`src/pmp_pkg.sv`:
```
/*
  Shared types and constants for the PMP unit. Holds the configuration byte,
  permission and privilege encodings, the CSR numbers of the register port
  and the Wishbone request and response bundles.
*/
package pmp_pkg;

  // Largest region count that the CSR map has room for
  localparam int MAX_REGIONS = 16;

  // CSR numbers as seen on the Wishbone address
  localparam logic [11:0] CSR_PMPCFG0  = 12'h3A0;
  localparam logic [11:0] CSR_PMPADDR0 = 12'h3B0;
  localparam logic [11:0] CSR_MSECCFG  = 12'h747;

  // Address matching mode, field A of pmpcfg
  typedef enum logic [1:0] {
    PMP_OFF   = 2'b00,
    PMP_TOR   = 2'b01,
    PMP_NA4   = 2'b10,
    PMP_NAPOT = 2'b11
  } pmp_mode_e;

  // One region's configuration byte, same layout as in pmpcfg
  typedef struct packed {
    logic       lock;
    logic [1:0] zero;
    pmp_mode_e  mode;
    logic       exec;
    logic       write;
    logic       read;
  } pmp_cfg_t;

  // Permissions granted for one access
  typedef struct packed {
    logic read;
    logic write;
    logic exec;
  } pmp_perm_t;

  // Only user and machine mode exist on this core
  typedef enum logic [1:0] {
    PRIV_U = 2'b00,
    PRIV_M = 2'b11
  } priv_lvl_e;

  // mseccfg with only RLB implemented
  typedef struct packed {
    logic [28:0] zero_hi;
    logic        rlb;
    logic [1:0]  zero_lo;
  } mseccfg_t;

  // Master to slave
  typedef struct packed {
    logic        cyc;
    logic        stb;
    logic        we;
    logic [11:0] adr;
    logic [3:0]  sel;
    logic [31:0] dat;
  } wb_req_t;

  // Slave to master
  typedef struct packed {
    logic        ack;
    logic [31:0] dat;
  } wb_rsp_t;

endpackage
```
`src/pmp_top.sv`:
```
/*
  PMP unit top level. The register file feeds one checker for the fetch
  address and one for the data address; software reaches the registers
  through the Wishbone port.
*/
`timescale 1ns/1ps

module pmp_top
  import pmp_pkg::*;
#(
  parameter int NUM_REGIONS = 16,
  parameter int GRANULARITY = 2
) (
  input  logic        clk_i,
  input  logic        rst_ni,
  input  wb_req_t     wb_req_i,
  output wb_rsp_t     wb_rsp_o,
  input  priv_lvl_e   priv_i,
  input  logic [31:0] instr_addr_i,
  input  logic [31:0] data_addr_i,
  output pmp_perm_t   instr_perm_o,
  output pmp_perm_t   data_perm_o
);

  pmp_cfg_t [NUM_REGIONS-1:0]   cfg;
  logic [NUM_REGIONS-1:0][31:0] pmpaddr;

  pmp_csr_regs #(
    .NUM_REGIONS (NUM_REGIONS),
    .GRANULARITY (GRANULARITY)
  ) i_csr_regs (
    .clk_i    (clk_i),
    .rst_ni   (rst_ni),
    .wb_req_i (wb_req_i),
    .wb_rsp_o (wb_rsp_o),
    .cfg_o    (cfg),
    .addr_o   (pmpaddr),
    .rlb_o    ()
  );

  // Fetch side
  pmp_access_check #(
    .NUM_REGIONS (NUM_REGIONS),
    .GRANULARITY (GRANULARITY)
  ) i_instr_check (
    .addr_i    (instr_addr_i),
    .priv_i    (priv_i),
    .cfg_i     (cfg),
    .pmpaddr_i (pmpaddr),
    .perm_o    (instr_perm_o)
  );

  // Load and store side
  pmp_access_check #(
    .NUM_REGIONS (NUM_REGIONS),
    .GRANULARITY (GRANULARITY)
  ) i_data_check (
    .addr_i    (data_addr_i),
    .priv_i    (priv_i),
    .cfg_i     (cfg),
    .pmpaddr_i (pmpaddr),
    .perm_o    (data_perm_o)
  );

endmodule

```
`src/pmp_csr_regs.sv`:
```
/*
  PMP register file behind a Wishbone classic slave. Stores pmpcfg, pmpaddr
  and mseccfg, applies the lock and legal-value rules on writes, and returns
  the granularity view of pmpaddr on reads. Ack comes one cycle after strobe.
*/
`timescale 1ns/1ps

module pmp_csr_regs
  import pmp_pkg::*;
#(
  parameter int NUM_REGIONS = 16,
  parameter int GRANULARITY = 2
) (
  input  logic                         clk_i,
  input  logic                         rst_ni,
  input  wb_req_t                      wb_req_i,
  output wb_rsp_t                      wb_rsp_o,
  output pmp_cfg_t [NUM_REGIONS-1:0]   cfg_o,
  output logic [NUM_REGIONS-1:0][31:0] addr_o,
  output logic                         rlb_o
);

  // Low address bits forced by the grain in the software view
  localparam logic [31:0] GRAIN_MASK = (32'd1 << GRANULARITY) - 32'd1;
  localparam logic [31:0] NAPOT_ONES = GRAIN_MASK >> 1;

  if ((NUM_REGIONS % 4 != 0) || (NUM_REGIONS > MAX_REGIONS)) begin : gen_param_check
    $error("NUM_REGIONS must be a multiple of 4 and at most %0d", MAX_REGIONS);
  end

  pmp_cfg_t [NUM_REGIONS-1:0]   cfg_q;
  pmp_cfg_t [NUM_REGIONS-1:0]   cfg_legal;
  logic [NUM_REGIONS-1:0][31:0] addr_q;
  logic [NUM_REGIONS-1:0][31:0] addr_rd;
  logic [NUM_REGIONS-1:0]       cfg_we;
  logic [NUM_REGIONS-1:0]       addr_we;
  logic [NUM_REGIONS-1:0]       lock_vec;
  logic [NUM_REGIONS-1:0]       tor_above;
  logic                         rlb_q;
  logic                         ack_q;
  logic [31:0]                  rdat_q;
  logic [31:0]                  rdata;
  logic                         access;
  logic                         wr_en;
  logic                         full_word;
  logic                         msec_we;
  mseccfg_t                     msec_wr;
  mseccfg_t                     msec_rd;

  // New transfer is sampled only while ack is low
  assign access    = wb_req_i.cyc && wb_req_i.stb && !ack_q;
  assign wr_en     = access && wb_req_i.we;
  assign full_word = (wb_req_i.sel == 4'hF);
  assign msec_wr   = mseccfg_t'(wb_req_i.dat);

  for (genvar i = 0; i < NUM_REGIONS; i++) begin : gen_region
    pmp_cfg_warl #(
      .GRANULARITY (GRANULARITY)
    ) i_cfg_warl (
      .cfg_prev_i (cfg_q[i]),
      .cfg_wr_i   (pmp_cfg_t'(wb_req_i.dat[8*(i%4) +: 8])),
      .rlb_i      (rlb_q),
      .cfg_o      (cfg_legal[i])
    );

    assign lock_vec[i] = cfg_q[i].lock;

    // A locked TOR region also protects the address below it
    if (i < NUM_REGIONS - 1) begin : gen_tor
      assign tor_above[i] = cfg_q[i+1].lock && (cfg_q[i+1].mode == PMP_TOR);
    end else begin : gen_last
      assign tor_above[i] = 1'b0;
    end

    assign cfg_we[i] = wr_en && wb_req_i.sel[i%4] &&
                       (wb_req_i.adr == CSR_PMPCFG0 + 12'(i / 4));
    assign addr_we[i] = wr_en && full_word &&
                        (wb_req_i.adr == CSR_PMPADDR0 + 12'(i)) &&
                        !(!rlb_q && (cfg_q[i].lock || tor_above[i]));

    // Software view, storage keeps the written value
    assign addr_rd[i] = (cfg_q[i].mode == PMP_NAPOT) ? (addr_q[i] | NAPOT_ONES) :
                        !cfg_q[i].mode[1]            ? (addr_q[i] & ~GRAIN_MASK) :
                                                        addr_q[i];
  end

  // Setting RLB is refused once something got locked without it
  assign msec_we = wr_en && full_word && (wb_req_i.adr == CSR_MSECCFG) &&
                   !(msec_wr.rlb && !rlb_q && (|lock_vec));

  always_comb begin
    msec_rd     = '0;
    msec_rd.rlb = rlb_q;
    rdata       = '0;
    for (int i = 0; i < NUM_REGIONS; i++) begin
      if (wb_req_i.adr == CSR_PMPCFG0 + 12'(i / 4)) begin
        rdata[8*(i%4) +: 8] = cfg_q[i];
      end
      if (wb_req_i.adr == CSR_PMPADDR0 + 12'(i)) begin
        rdata = addr_rd[i];
      end
    end
    if (wb_req_i.adr == CSR_MSECCFG) begin
      rdata = msec_rd;
    end
  end

  always_ff @(posedge clk_i or negedge rst_ni) begin
    if (!rst_ni) begin
      ack_q  <= 1'b0;
      rlb_q  <= 1'b0;
      cfg_q  <= '0;
      addr_q <= '0;
    end else begin
      ack_q <= access;
      for (int i = 0; i < NUM_REGIONS; i++) begin
        if (cfg_we[i]) begin
          cfg_q[i] <= cfg_legal[i];
        end
        if (addr_we[i]) begin
          addr_q[i] <= wb_req_i.dat;
        end
      end
      if (msec_we) begin
        rlb_q <= msec_wr.rlb;
      end
    end
  end

  // Read data captured with the ack
  always_ff @(posedge clk_i) begin
    if (access && !wb_req_i.we) begin
      rdat_q <= rdata;
    end
  end

  assign wb_rsp_o.ack = ack_q;
  assign wb_rsp_o.dat = rdat_q;
  assign cfg_o        = cfg_q;
  assign addr_o       = addr_q;
  assign rlb_o        = rlb_q;

endmodule

```
`src/pmp_access_check.sv`:
```
/*
  Permission check for one address. Each region is matched in parallel,
  the lowest-numbered match decides, and the privilege rules give the final
  read, write and exec grants. Purely combinational.
*/
`timescale 1ns/1ps

module pmp_access_check
  import pmp_pkg::*;
#(
  parameter int NUM_REGIONS = 16,
  parameter int GRANULARITY = 2
) (
  input  logic [31:0]                  addr_i,
  input  priv_lvl_e                    priv_i,
  input  pmp_cfg_t [NUM_REGIONS-1:0]   cfg_i,
  input  logic [NUM_REGIONS-1:0][31:0] pmpaddr_i,
  output pmp_perm_t                    perm_o
);

  logic [NUM_REGIONS-1:0] match;
  logic                   hit;
  pmp_cfg_t               hit_cfg;

  for (genvar i = 0; i < NUM_REGIONS; i++) begin : gen_match
    logic [31:0] base;

    // TOR of region 0 starts at address zero
    if (i == 0) begin : gen_base_zero
      assign base = '0;
    end else begin : gen_base_prev
      assign base = pmpaddr_i[i-1];
    end

    pmp_region_match #(
      .GRANULARITY (GRANULARITY)
    ) i_region_match (
      .addr_i    (addr_i),
      .cfg_i     (cfg_i[i]),
      .base_i    (base),
      .pmpaddr_i (pmpaddr_i[i]),
      .match_o   (match[i])
    );
  end

  // Walk downwards so the lowest index is the last to win
  always_comb begin
    hit     = 1'b0;
    hit_cfg = '0;
    for (int i = NUM_REGIONS - 1; i >= 0; i--) begin
      if (match[i]) begin
        hit     = 1'b1;
        hit_cfg = cfg_i[i];
      end
    end
  end

  always_comb begin
    perm_o = '0;
    if (priv_i == PRIV_M && !(hit && hit_cfg.lock)) begin
      // Machine mode is only bound by locked regions
      perm_o.read  = 1'b1;
      perm_o.write = 1'b1;
      perm_o.exec  = 1'b1;
    end else if (hit) begin
      perm_o.read  = hit_cfg.read;
      perm_o.write = hit_cfg.write;
      perm_o.exec  = hit_cfg.exec;
    end
  end

endmodule

```
`src/pmp_region_match.sv`:
```
/*
  Address match for a single PMP region. Handles TOR, NA4 and NAPOT with the
  configured grain; OFF never matches. Purely combinational.
*/
`timescale 1ns/1ps

module pmp_region_match
  import pmp_pkg::*;
#(
  parameter int GRANULARITY = 2
) (
  input  logic [31:0] addr_i,
  input  pmp_cfg_t    cfg_i,
  input  logic [31:0] base_i,
  input  logic [31:0] pmpaddr_i,
  output logic        match_o
);

  localparam logic [31:0] GRAIN_MASK = (32'd1 << GRANULARITY) - 32'd1;
  localparam logic [31:0] NAPOT_ONES = GRAIN_MASK >> 1;

  logic [31:0] word_addr;
  logic [31:0] tor_base;
  logic [31:0] tor_top;
  logic [31:0] napot_addr;
  logic [31:0] napot_span;

  // pmpaddr holds bits 33:2 of the physical address
  assign word_addr = {2'b00, addr_i[31:2]};

  // TOR bounds aligned to the grain
  assign tor_base = base_i & ~GRAIN_MASK;
  assign tor_top  = pmpaddr_i & ~GRAIN_MASK;

  // Trailing ones give the size, the grain sets a minimum
  assign napot_addr = pmpaddr_i | NAPOT_ONES;
  assign napot_span = napot_addr ^ (napot_addr + 32'd1);

  always_comb begin
    unique case (cfg_i.mode)
      PMP_TOR: begin
        match_o = (word_addr >= tor_base) && (word_addr < tor_top);
      end
      PMP_NA4: begin
        match_o = (word_addr == pmpaddr_i);
      end
      PMP_NAPOT: begin
        match_o = ((word_addr & ~napot_span) == (napot_addr & ~napot_span));
      end
      default: begin
        match_o = 1'b0;
      end
    endcase
  end

endmodule

```
`src/pmp_cfg_warl.sv`:
```
/*
  Legalizes a write to one pmpcfg byte. Purely combinational; the register
  file instantiates one per region and stores the result on a write.
*/
`timescale 1ns/1ps

module pmp_cfg_warl
  import pmp_pkg::*;
#(
  parameter int GRANULARITY = 2
) (
  input  pmp_cfg_t cfg_prev_i,
  input  pmp_cfg_t cfg_wr_i,
  input  logic     rlb_i,
  output pmp_cfg_t cfg_o
);

  logic locked;
  logic rw_reserved;
  logic na4_illegal;

  assign locked = cfg_prev_i.lock && !rlb_i;

  // W=1 with R=0 is reserved
  assign rw_reserved = cfg_wr_i.write && !cfg_wr_i.read;

  // NA4 only exists for a 4-byte grain
  assign na4_illegal = (GRANULARITY >= 1) && (cfg_wr_i.mode == PMP_NA4);

  always_comb begin
    cfg_o = cfg_wr_i;
    if (locked) begin
      cfg_o = cfg_prev_i;
    end else begin
      if (rw_reserved) begin
        cfg_o.exec  = cfg_prev_i.exec;
        cfg_o.write = cfg_prev_i.write;
        cfg_o.read  = cfg_prev_i.read;
      end
      if (na4_illegal) begin
        cfg_o.mode = cfg_prev_i.mode;
      end
    end
    // Hardwired zero field
    cfg_o.zero = 2'b00;
  end

endmodule

```
`config.mk`:
```
export PLATFORM = sky130hd
export DESIGN_NAME = pmp_top
export DESIGN_NICKNAME = d
export VERILOG_FILES = /design/src/pmp_pkg.sv /design/src/pmp_top.sv /design/src/pmp_csr_regs.sv /design/src/pmp_access_check.sv /design/src/pmp_region_match.sv /design/src/pmp_cfg_warl.sv
export SDC_FILE = /design/constraint.sdc
export NUM_CORES = 2
export LEC_CHECK = 0
export BUFFER_PORTS_ARGS = -buffer_cell sky130_fd_sc_hd__buf_2
export CAP_MARGIN = 20
export CORE_ASPECT_RATIO = 0.6
export CORE_MARGIN = 4
export CORE_UTILIZATION = 25
export DETAILED_ROUTE_END_ITERATION = 8
export PLACE_DENSITY_LB_ADDON = 0.15
export SETUP_SLACK_MARGIN = 0.15
export SKIP_CTS_REPAIR_TIMING = 1
export SLEW_MARGIN = 20
export SYNTH_ARGS = -nofsm -noshare
export SYNTH_HDL_FRONTEND = slang
export SYNTH_SLANG_ARGS = --single-unit
```
`constraint.sdc`:
```
create_clock -name clk_i -period 10.8 [get_ports clk_i]
set_input_delay 1.62 -clock clk_i [delete_from_list [all_inputs] [get_ports clk_i]]
set_output_delay 1.62 -clock clk_i [all_outputs]
set_load 0.02 [all_outputs]
```
==> summary.md <==
## Run status
* **status** completed

## Synthesis
* **cell area after synthesis** 79300 µm²
* **post-synthesis cell type count** 97
* **flops & latches, synth** 642
* **number of flops mapped to enable cells by yosys** 32
* **ys flop type** sky130_fd_sc_hd__dfrtp_1
* **count of synthesis-stage warnings from yosys** 0
* **post-synthesis cell count** 9961
* **Post-synth ARST share** 95.0%
* **share of synthesized area occupied by flip-flops and latches** 20.5%
* **post-synthesis area per instance** 7.96 µm²
* **Post-Syn Nets** 11400

## Place
* **Placer Congestion** 1.06
* **post-placement cell count** 14200
* **number of buffers added on ports** 153
* **Detailed Place HPWL** 462 mm
* **placement-stage worst setup slack** 1380 ps
* **Post-Place Cell Area** 86900 µm²

## Power and ir drop
* **power share of the sequential group** 34.2%
* **Leakage** 41.4 nW
* **fraction of power consumed by combinational cells** 20.0%
* **Peak supply drop** 0.116 mV
* **switching power** 2.58 mW
* **power consumption** 7.08 mW
* **Sw Share** 36.5%
* **pwr/cell area** 78.7 nW/µm²
* **internal power** 4.49 mW
* **relative contribution of the clock network to total power** 45.7%

## Layout
* **most frequent standard cell in the layout excluding fill and tap cells** sky130_fd_sc_hd__nand2_1
* **top library cells by usage in the layout, fill and taps aside** 1603 x sky130_fd_sc_hd__nand2_1, 1344 x sky130_fd_sc_hd__ha_1, 768 x sky130_fd_sc_hd__xor2_1
* **post-route non-filler standard cell count** 14400
* **Final nets** 11600
* **Util after Layout** 28.6%
* **area grow syn2layout** 13.4%
* **share of post-route cells with drive strength above 1** 8.23%
* **Non-Filler Cell Area, Final** 89900 µm²

## Timing
* **maximum operating frequency** 98.0 MHz
* **Total Negative Setup Slacks** 0 ps
* **number of max-slew violations in the final report** 0
* **setup violators final** 0
* **PnR worst setup slack** 598 ps
* **setup skew after layout** 55.7 ps
* **RSZ-0062 raised after global routing** false
* **fin crit period** 10200 ps
* **worst hold slack** 554 ps
* **number of hold violations in the final report** 0
* **normalized max-slew margin** 1.96%
* **final worst path period share** 94.5%
* **slew at the pin closest to its max-slew limit** 1470 ps

## Clock tree
* **clock transition at the registers of the reported paths** 60 ps
* **clock buffers created by TritonCTS** 87
* **clock latency on the worst-skew pair** 780 ps
* **sinks on the clock net** 642
* **maximum clock path buffer count** 3
* **clk root buf** sky130_fd_sc_hd__clkbuf_16
* **TritonCTS clock tree** built
* **htree depth** 3

## Routing
* **initial detailed-routing violation count** 16400
* **average detailed-routed wire length per instance** 41.7 µm
* **total length of routed wires** 601 mm
* **drt pass-1 iters** 9
* **residual DRC count** 0
* **Post-DRT Antenna Nets** 0
* **detail-routed via count per cell** 6.14
* **via count** 88500

## Critical path
* **Setup CP Type** register to output port
* **worst flop-to-flop path startpoint** i_csr_regs.addr_o[44]$_DFFE_PN0P_
* **R2R Setup Slk** 6430 ps
* **worst endpoint data arrival time** 8580 ps
* **nature of the critical path endpoint** output port
* **startpoint types** register
* **Worst Path Max Fanout** 9
* **data required time of the worst path** 9180 ps
* **reg2reg end** i_csr_regs.rdat_q[12]$_SDFFCE_PP0P_
* **Register-to-Register Path Depth** 8

## Floorplanning
* **die area** 327000 µm²
* **cell row count** 159
* **Die Ht** 444 µm
* **die width** 735 µm
* **initial core utilization** 25.2%
* **area of the core** 314000 µm²
* **Top-Level Pins** 158

## Global route
* **total routing usage reported by global routing** 35.4%
* **largest net degree at the start of global routing** 118
* **number of antenna violations at the first check in global routing** 111
* **global-route wire length before repair** 771 mm
* **total congestion overflow** 0
* **number of global-route vias before repair** 77300

## Flow run
* **max-cap violation count** 0

## Min path
* **number of instances on the worst hold path** 1
* **Hold Path Sink** i_csr_regs.ack_q$_DFF_PN0_
* **HP Class** register to register
* **startpoint of the worst hold path** i_csr_regs.ack_q$_DFF_PN0_

[power by group through the flow]
stage          logic [mW]  registers (mW)  clock network [mW]
5_1_grt              1.42            2.42                3.31
4_1_cts              1.34            2.42                3.24
2_1_floorplan       0.477            2.47                   0
6_report             1.42            2.42                3.24
3_5_place_dp         1.34            2.47                   0
3_3_place_gp         1.33            2.47                   0
[how the worst max path moves through the flow]
stage	depth (start not counted)	to	startpoint	slack [ps]
final	25	data_perm_o[2]	i_csr_regs.addr_o[98]$_DFFE_PN0P_	600
after global routing	25	instr_perm_o[0]	i_csr_regs.addr_o[2]$_DFFE_PN0P_	320
after CTS	25	instr_perm_o[2]	i_csr_regs.addr_o[2]$_DFFE_PN0P_	560
after detailed placement	15	instr_perm_o[0]	instr_addr_i[27]	1380
after global placement	15	instr_perm_o[0]	instr_addr_i[27]	1400
after floorplan	25	instr_perm_o[0]	i_csr_regs.addr_o[2]$_DFFE_PN0P_	3650
[sequential cells by signal, indices dropped and copies added (netlist names)]
signal,count
i_csr_regs.ack_q,1
i_csr_regs.addr_o,512
i_csr_regs.cfg_o,96
i_csr_regs.rdat_q,32
i_csr_regs.rlb_o,1
[layer usage]
layer  up-vias  GRT usage (%)  share of wire, %
met5         -              0             0.034
met4        30           10.8               3.5
met3       851           17.7                17
met2      6675           40.6                33
met1     44700           54.1                47
li1      36300              -                 -
[logic make-up after synthesis]
family / share of synthesized area (%)
DFF: 20.5
buffers and inverters: 4.99
AOI/OAI and AO/OA: 16.3
muxes: 1.60
xor gates and xnor gates: 13.8
and+or+nand+nor: 21.7
adders and majority gates: 21.2
[worst max-delay path: stages, from the launching register on]
cell                        delay (ps)
sky130_fd_sc_hd__dfrtp_1           580
sky130_fd_sc_hd__nand3_1           340
sky130_fd_sc_hd__nor2_1            410
sky130_fd_sc_hd__inv_1             120
sky130_fd_sc_hd__nor4_1            410
sky130_fd_sc_hd__and4_1            290
sky130_fd_sc_hd__and4_1            350
sky130_fd_sc_hd__inv_1             140
sky130_fd_sc_hd__nor2_1            390
sky130_fd_sc_hd__nand4_1           220
sky130_fd_sc_hd__nor2_1            230
sky130_fd_sc_hd__nand3_1           110
sky130_fd_sc_hd__ha_1              340
sky130_fd_sc_hd__xor2_1            180
sky130_fd_sc_hd__nand2_1           130
sky130_fd_sc_hd__xor2_1            270
sky130_fd_sc_hd__nand4_1           140
sky130_fd_sc_hd__nor4_1            700
sky130_fd_sc_hd__nand4_1           370
sky130_fd_sc_hd__and3_1            360
sky130_fd_sc_hd__nand2_1           350
sky130_fd_sc_hd__a211oi_1          150
sky130_fd_sc_hd__a2111oi_0         430
sky130_fd_sc_hd__o22ai_1           200
sky130_fd_sc_hd__a21o_1            350
sky130_fd_sc_hd__buf_2             220
[final cells by class]
class                           count  area (µm²)
Inverter                          642        2410
Timing Repair Buffer              471        3650
Sequential cell                   642       16200
Multi-Input combinational cell   8271       59400
Antenna cell                       55         138
Fill cell                       34000      224000
Clock inverter                     35         417
Tap cell                         4186        5240
Clock buffer                      120        2450
[Yosys cell counts (14+ instances only)]
library cell	instances	area share (%)
sky130_fd_sc_hd__nand2_1	1603	7.6
sky130_fd_sc_hd__buf_1	20	0.095
sky130_fd_sc_hd__o22ai_1	62	0.49
sky130_fd_sc_hd__nand4_1	357	2.8
sky130_fd_sc_hd__nor4_1	194	1.5
sky130_fd_sc_hd__a21o_1	140	1.3
sky130_fd_sc_hd__a21oi_1	448	2.8
sky130_fd_sc_hd__o221ai_1	42	0.46
sky130_fd_sc_hd__nor2_1	335	1.6
sky130_fd_sc_hd__or4_1	25	0.24
sky130_fd_sc_hd__xnor2_1	482	5.3
sky130_fd_sc_hd__clkbuf_1	376	1.8
sky130_fd_sc_hd__or2_2	29	0.23
sky130_fd_sc_hd__o22a_1	57	0.63
sky130_fd_sc_hd__o2111ai_1	27	0.30
sky130_fd_sc_hd__o211ai_1	63	0.60
sky130_fd_sc_hd__and3b_1	14	0.15
sky130_fd_sc_hd__a221oi_1	54	0.60
sky130_fd_sc_hd__edfxtp_1	32	1.2
sky130_fd_sc_hd__inv_1	638	3.0
sky130_fd_sc_hd__a221o_1	21	0.27
sky130_fd_sc_hd__nor2b_1	48	0.38
sky130_fd_sc_hd__xor2_1	768	8.5
sky130_fd_sc_hd__nand3b_1	29	0.27
sky130_fd_sc_hd__nor3_1	130	0.82
sky130_fd_sc_hd__or3_1	39	0.31
sky130_fd_sc_hd__a21boi_0	30	0.28
sky130_fd_sc_hd__ha_1	1344	21
sky130_fd_sc_hd__o21ai_0	663	4.2
sky130_fd_sc_hd__nor4b_1	18	0.20
sky130_fd_sc_hd__and2_1	29	0.23
sky130_fd_sc_hd__a22oi_1	59	0.56
sky130_fd_sc_hd__nand3_1	344	2.2
sky130_fd_sc_hd__o21a_1	25	0.24
sky130_fd_sc_hd__a211oi_1	76	0.72
sky130_fd_sc_hd__a31oi_1	41	0.32
sky130_fd_sc_hd__nand2b_1	51	0.40
sky130_fd_sc_hd__dfrtp_1	610	19
sky130_fd_sc_hd__mux2_2	111	1.6
sky130_fd_sc_hd__o31ai_1	22	0.21
sky130_fd_sc_hd__and3_1	195	1.5
sky130_fd_sc_hd__a222oi_1	47	0.59
sky130_fd_sc_hd__a211o_1	17	0.19
sky130_fd_sc_hd__a2111oi_0	36	0.40
sky130_fd_sc_hd__and4_1	59	0.65
No activity file was read; power rests on OpenSTA's default activity.
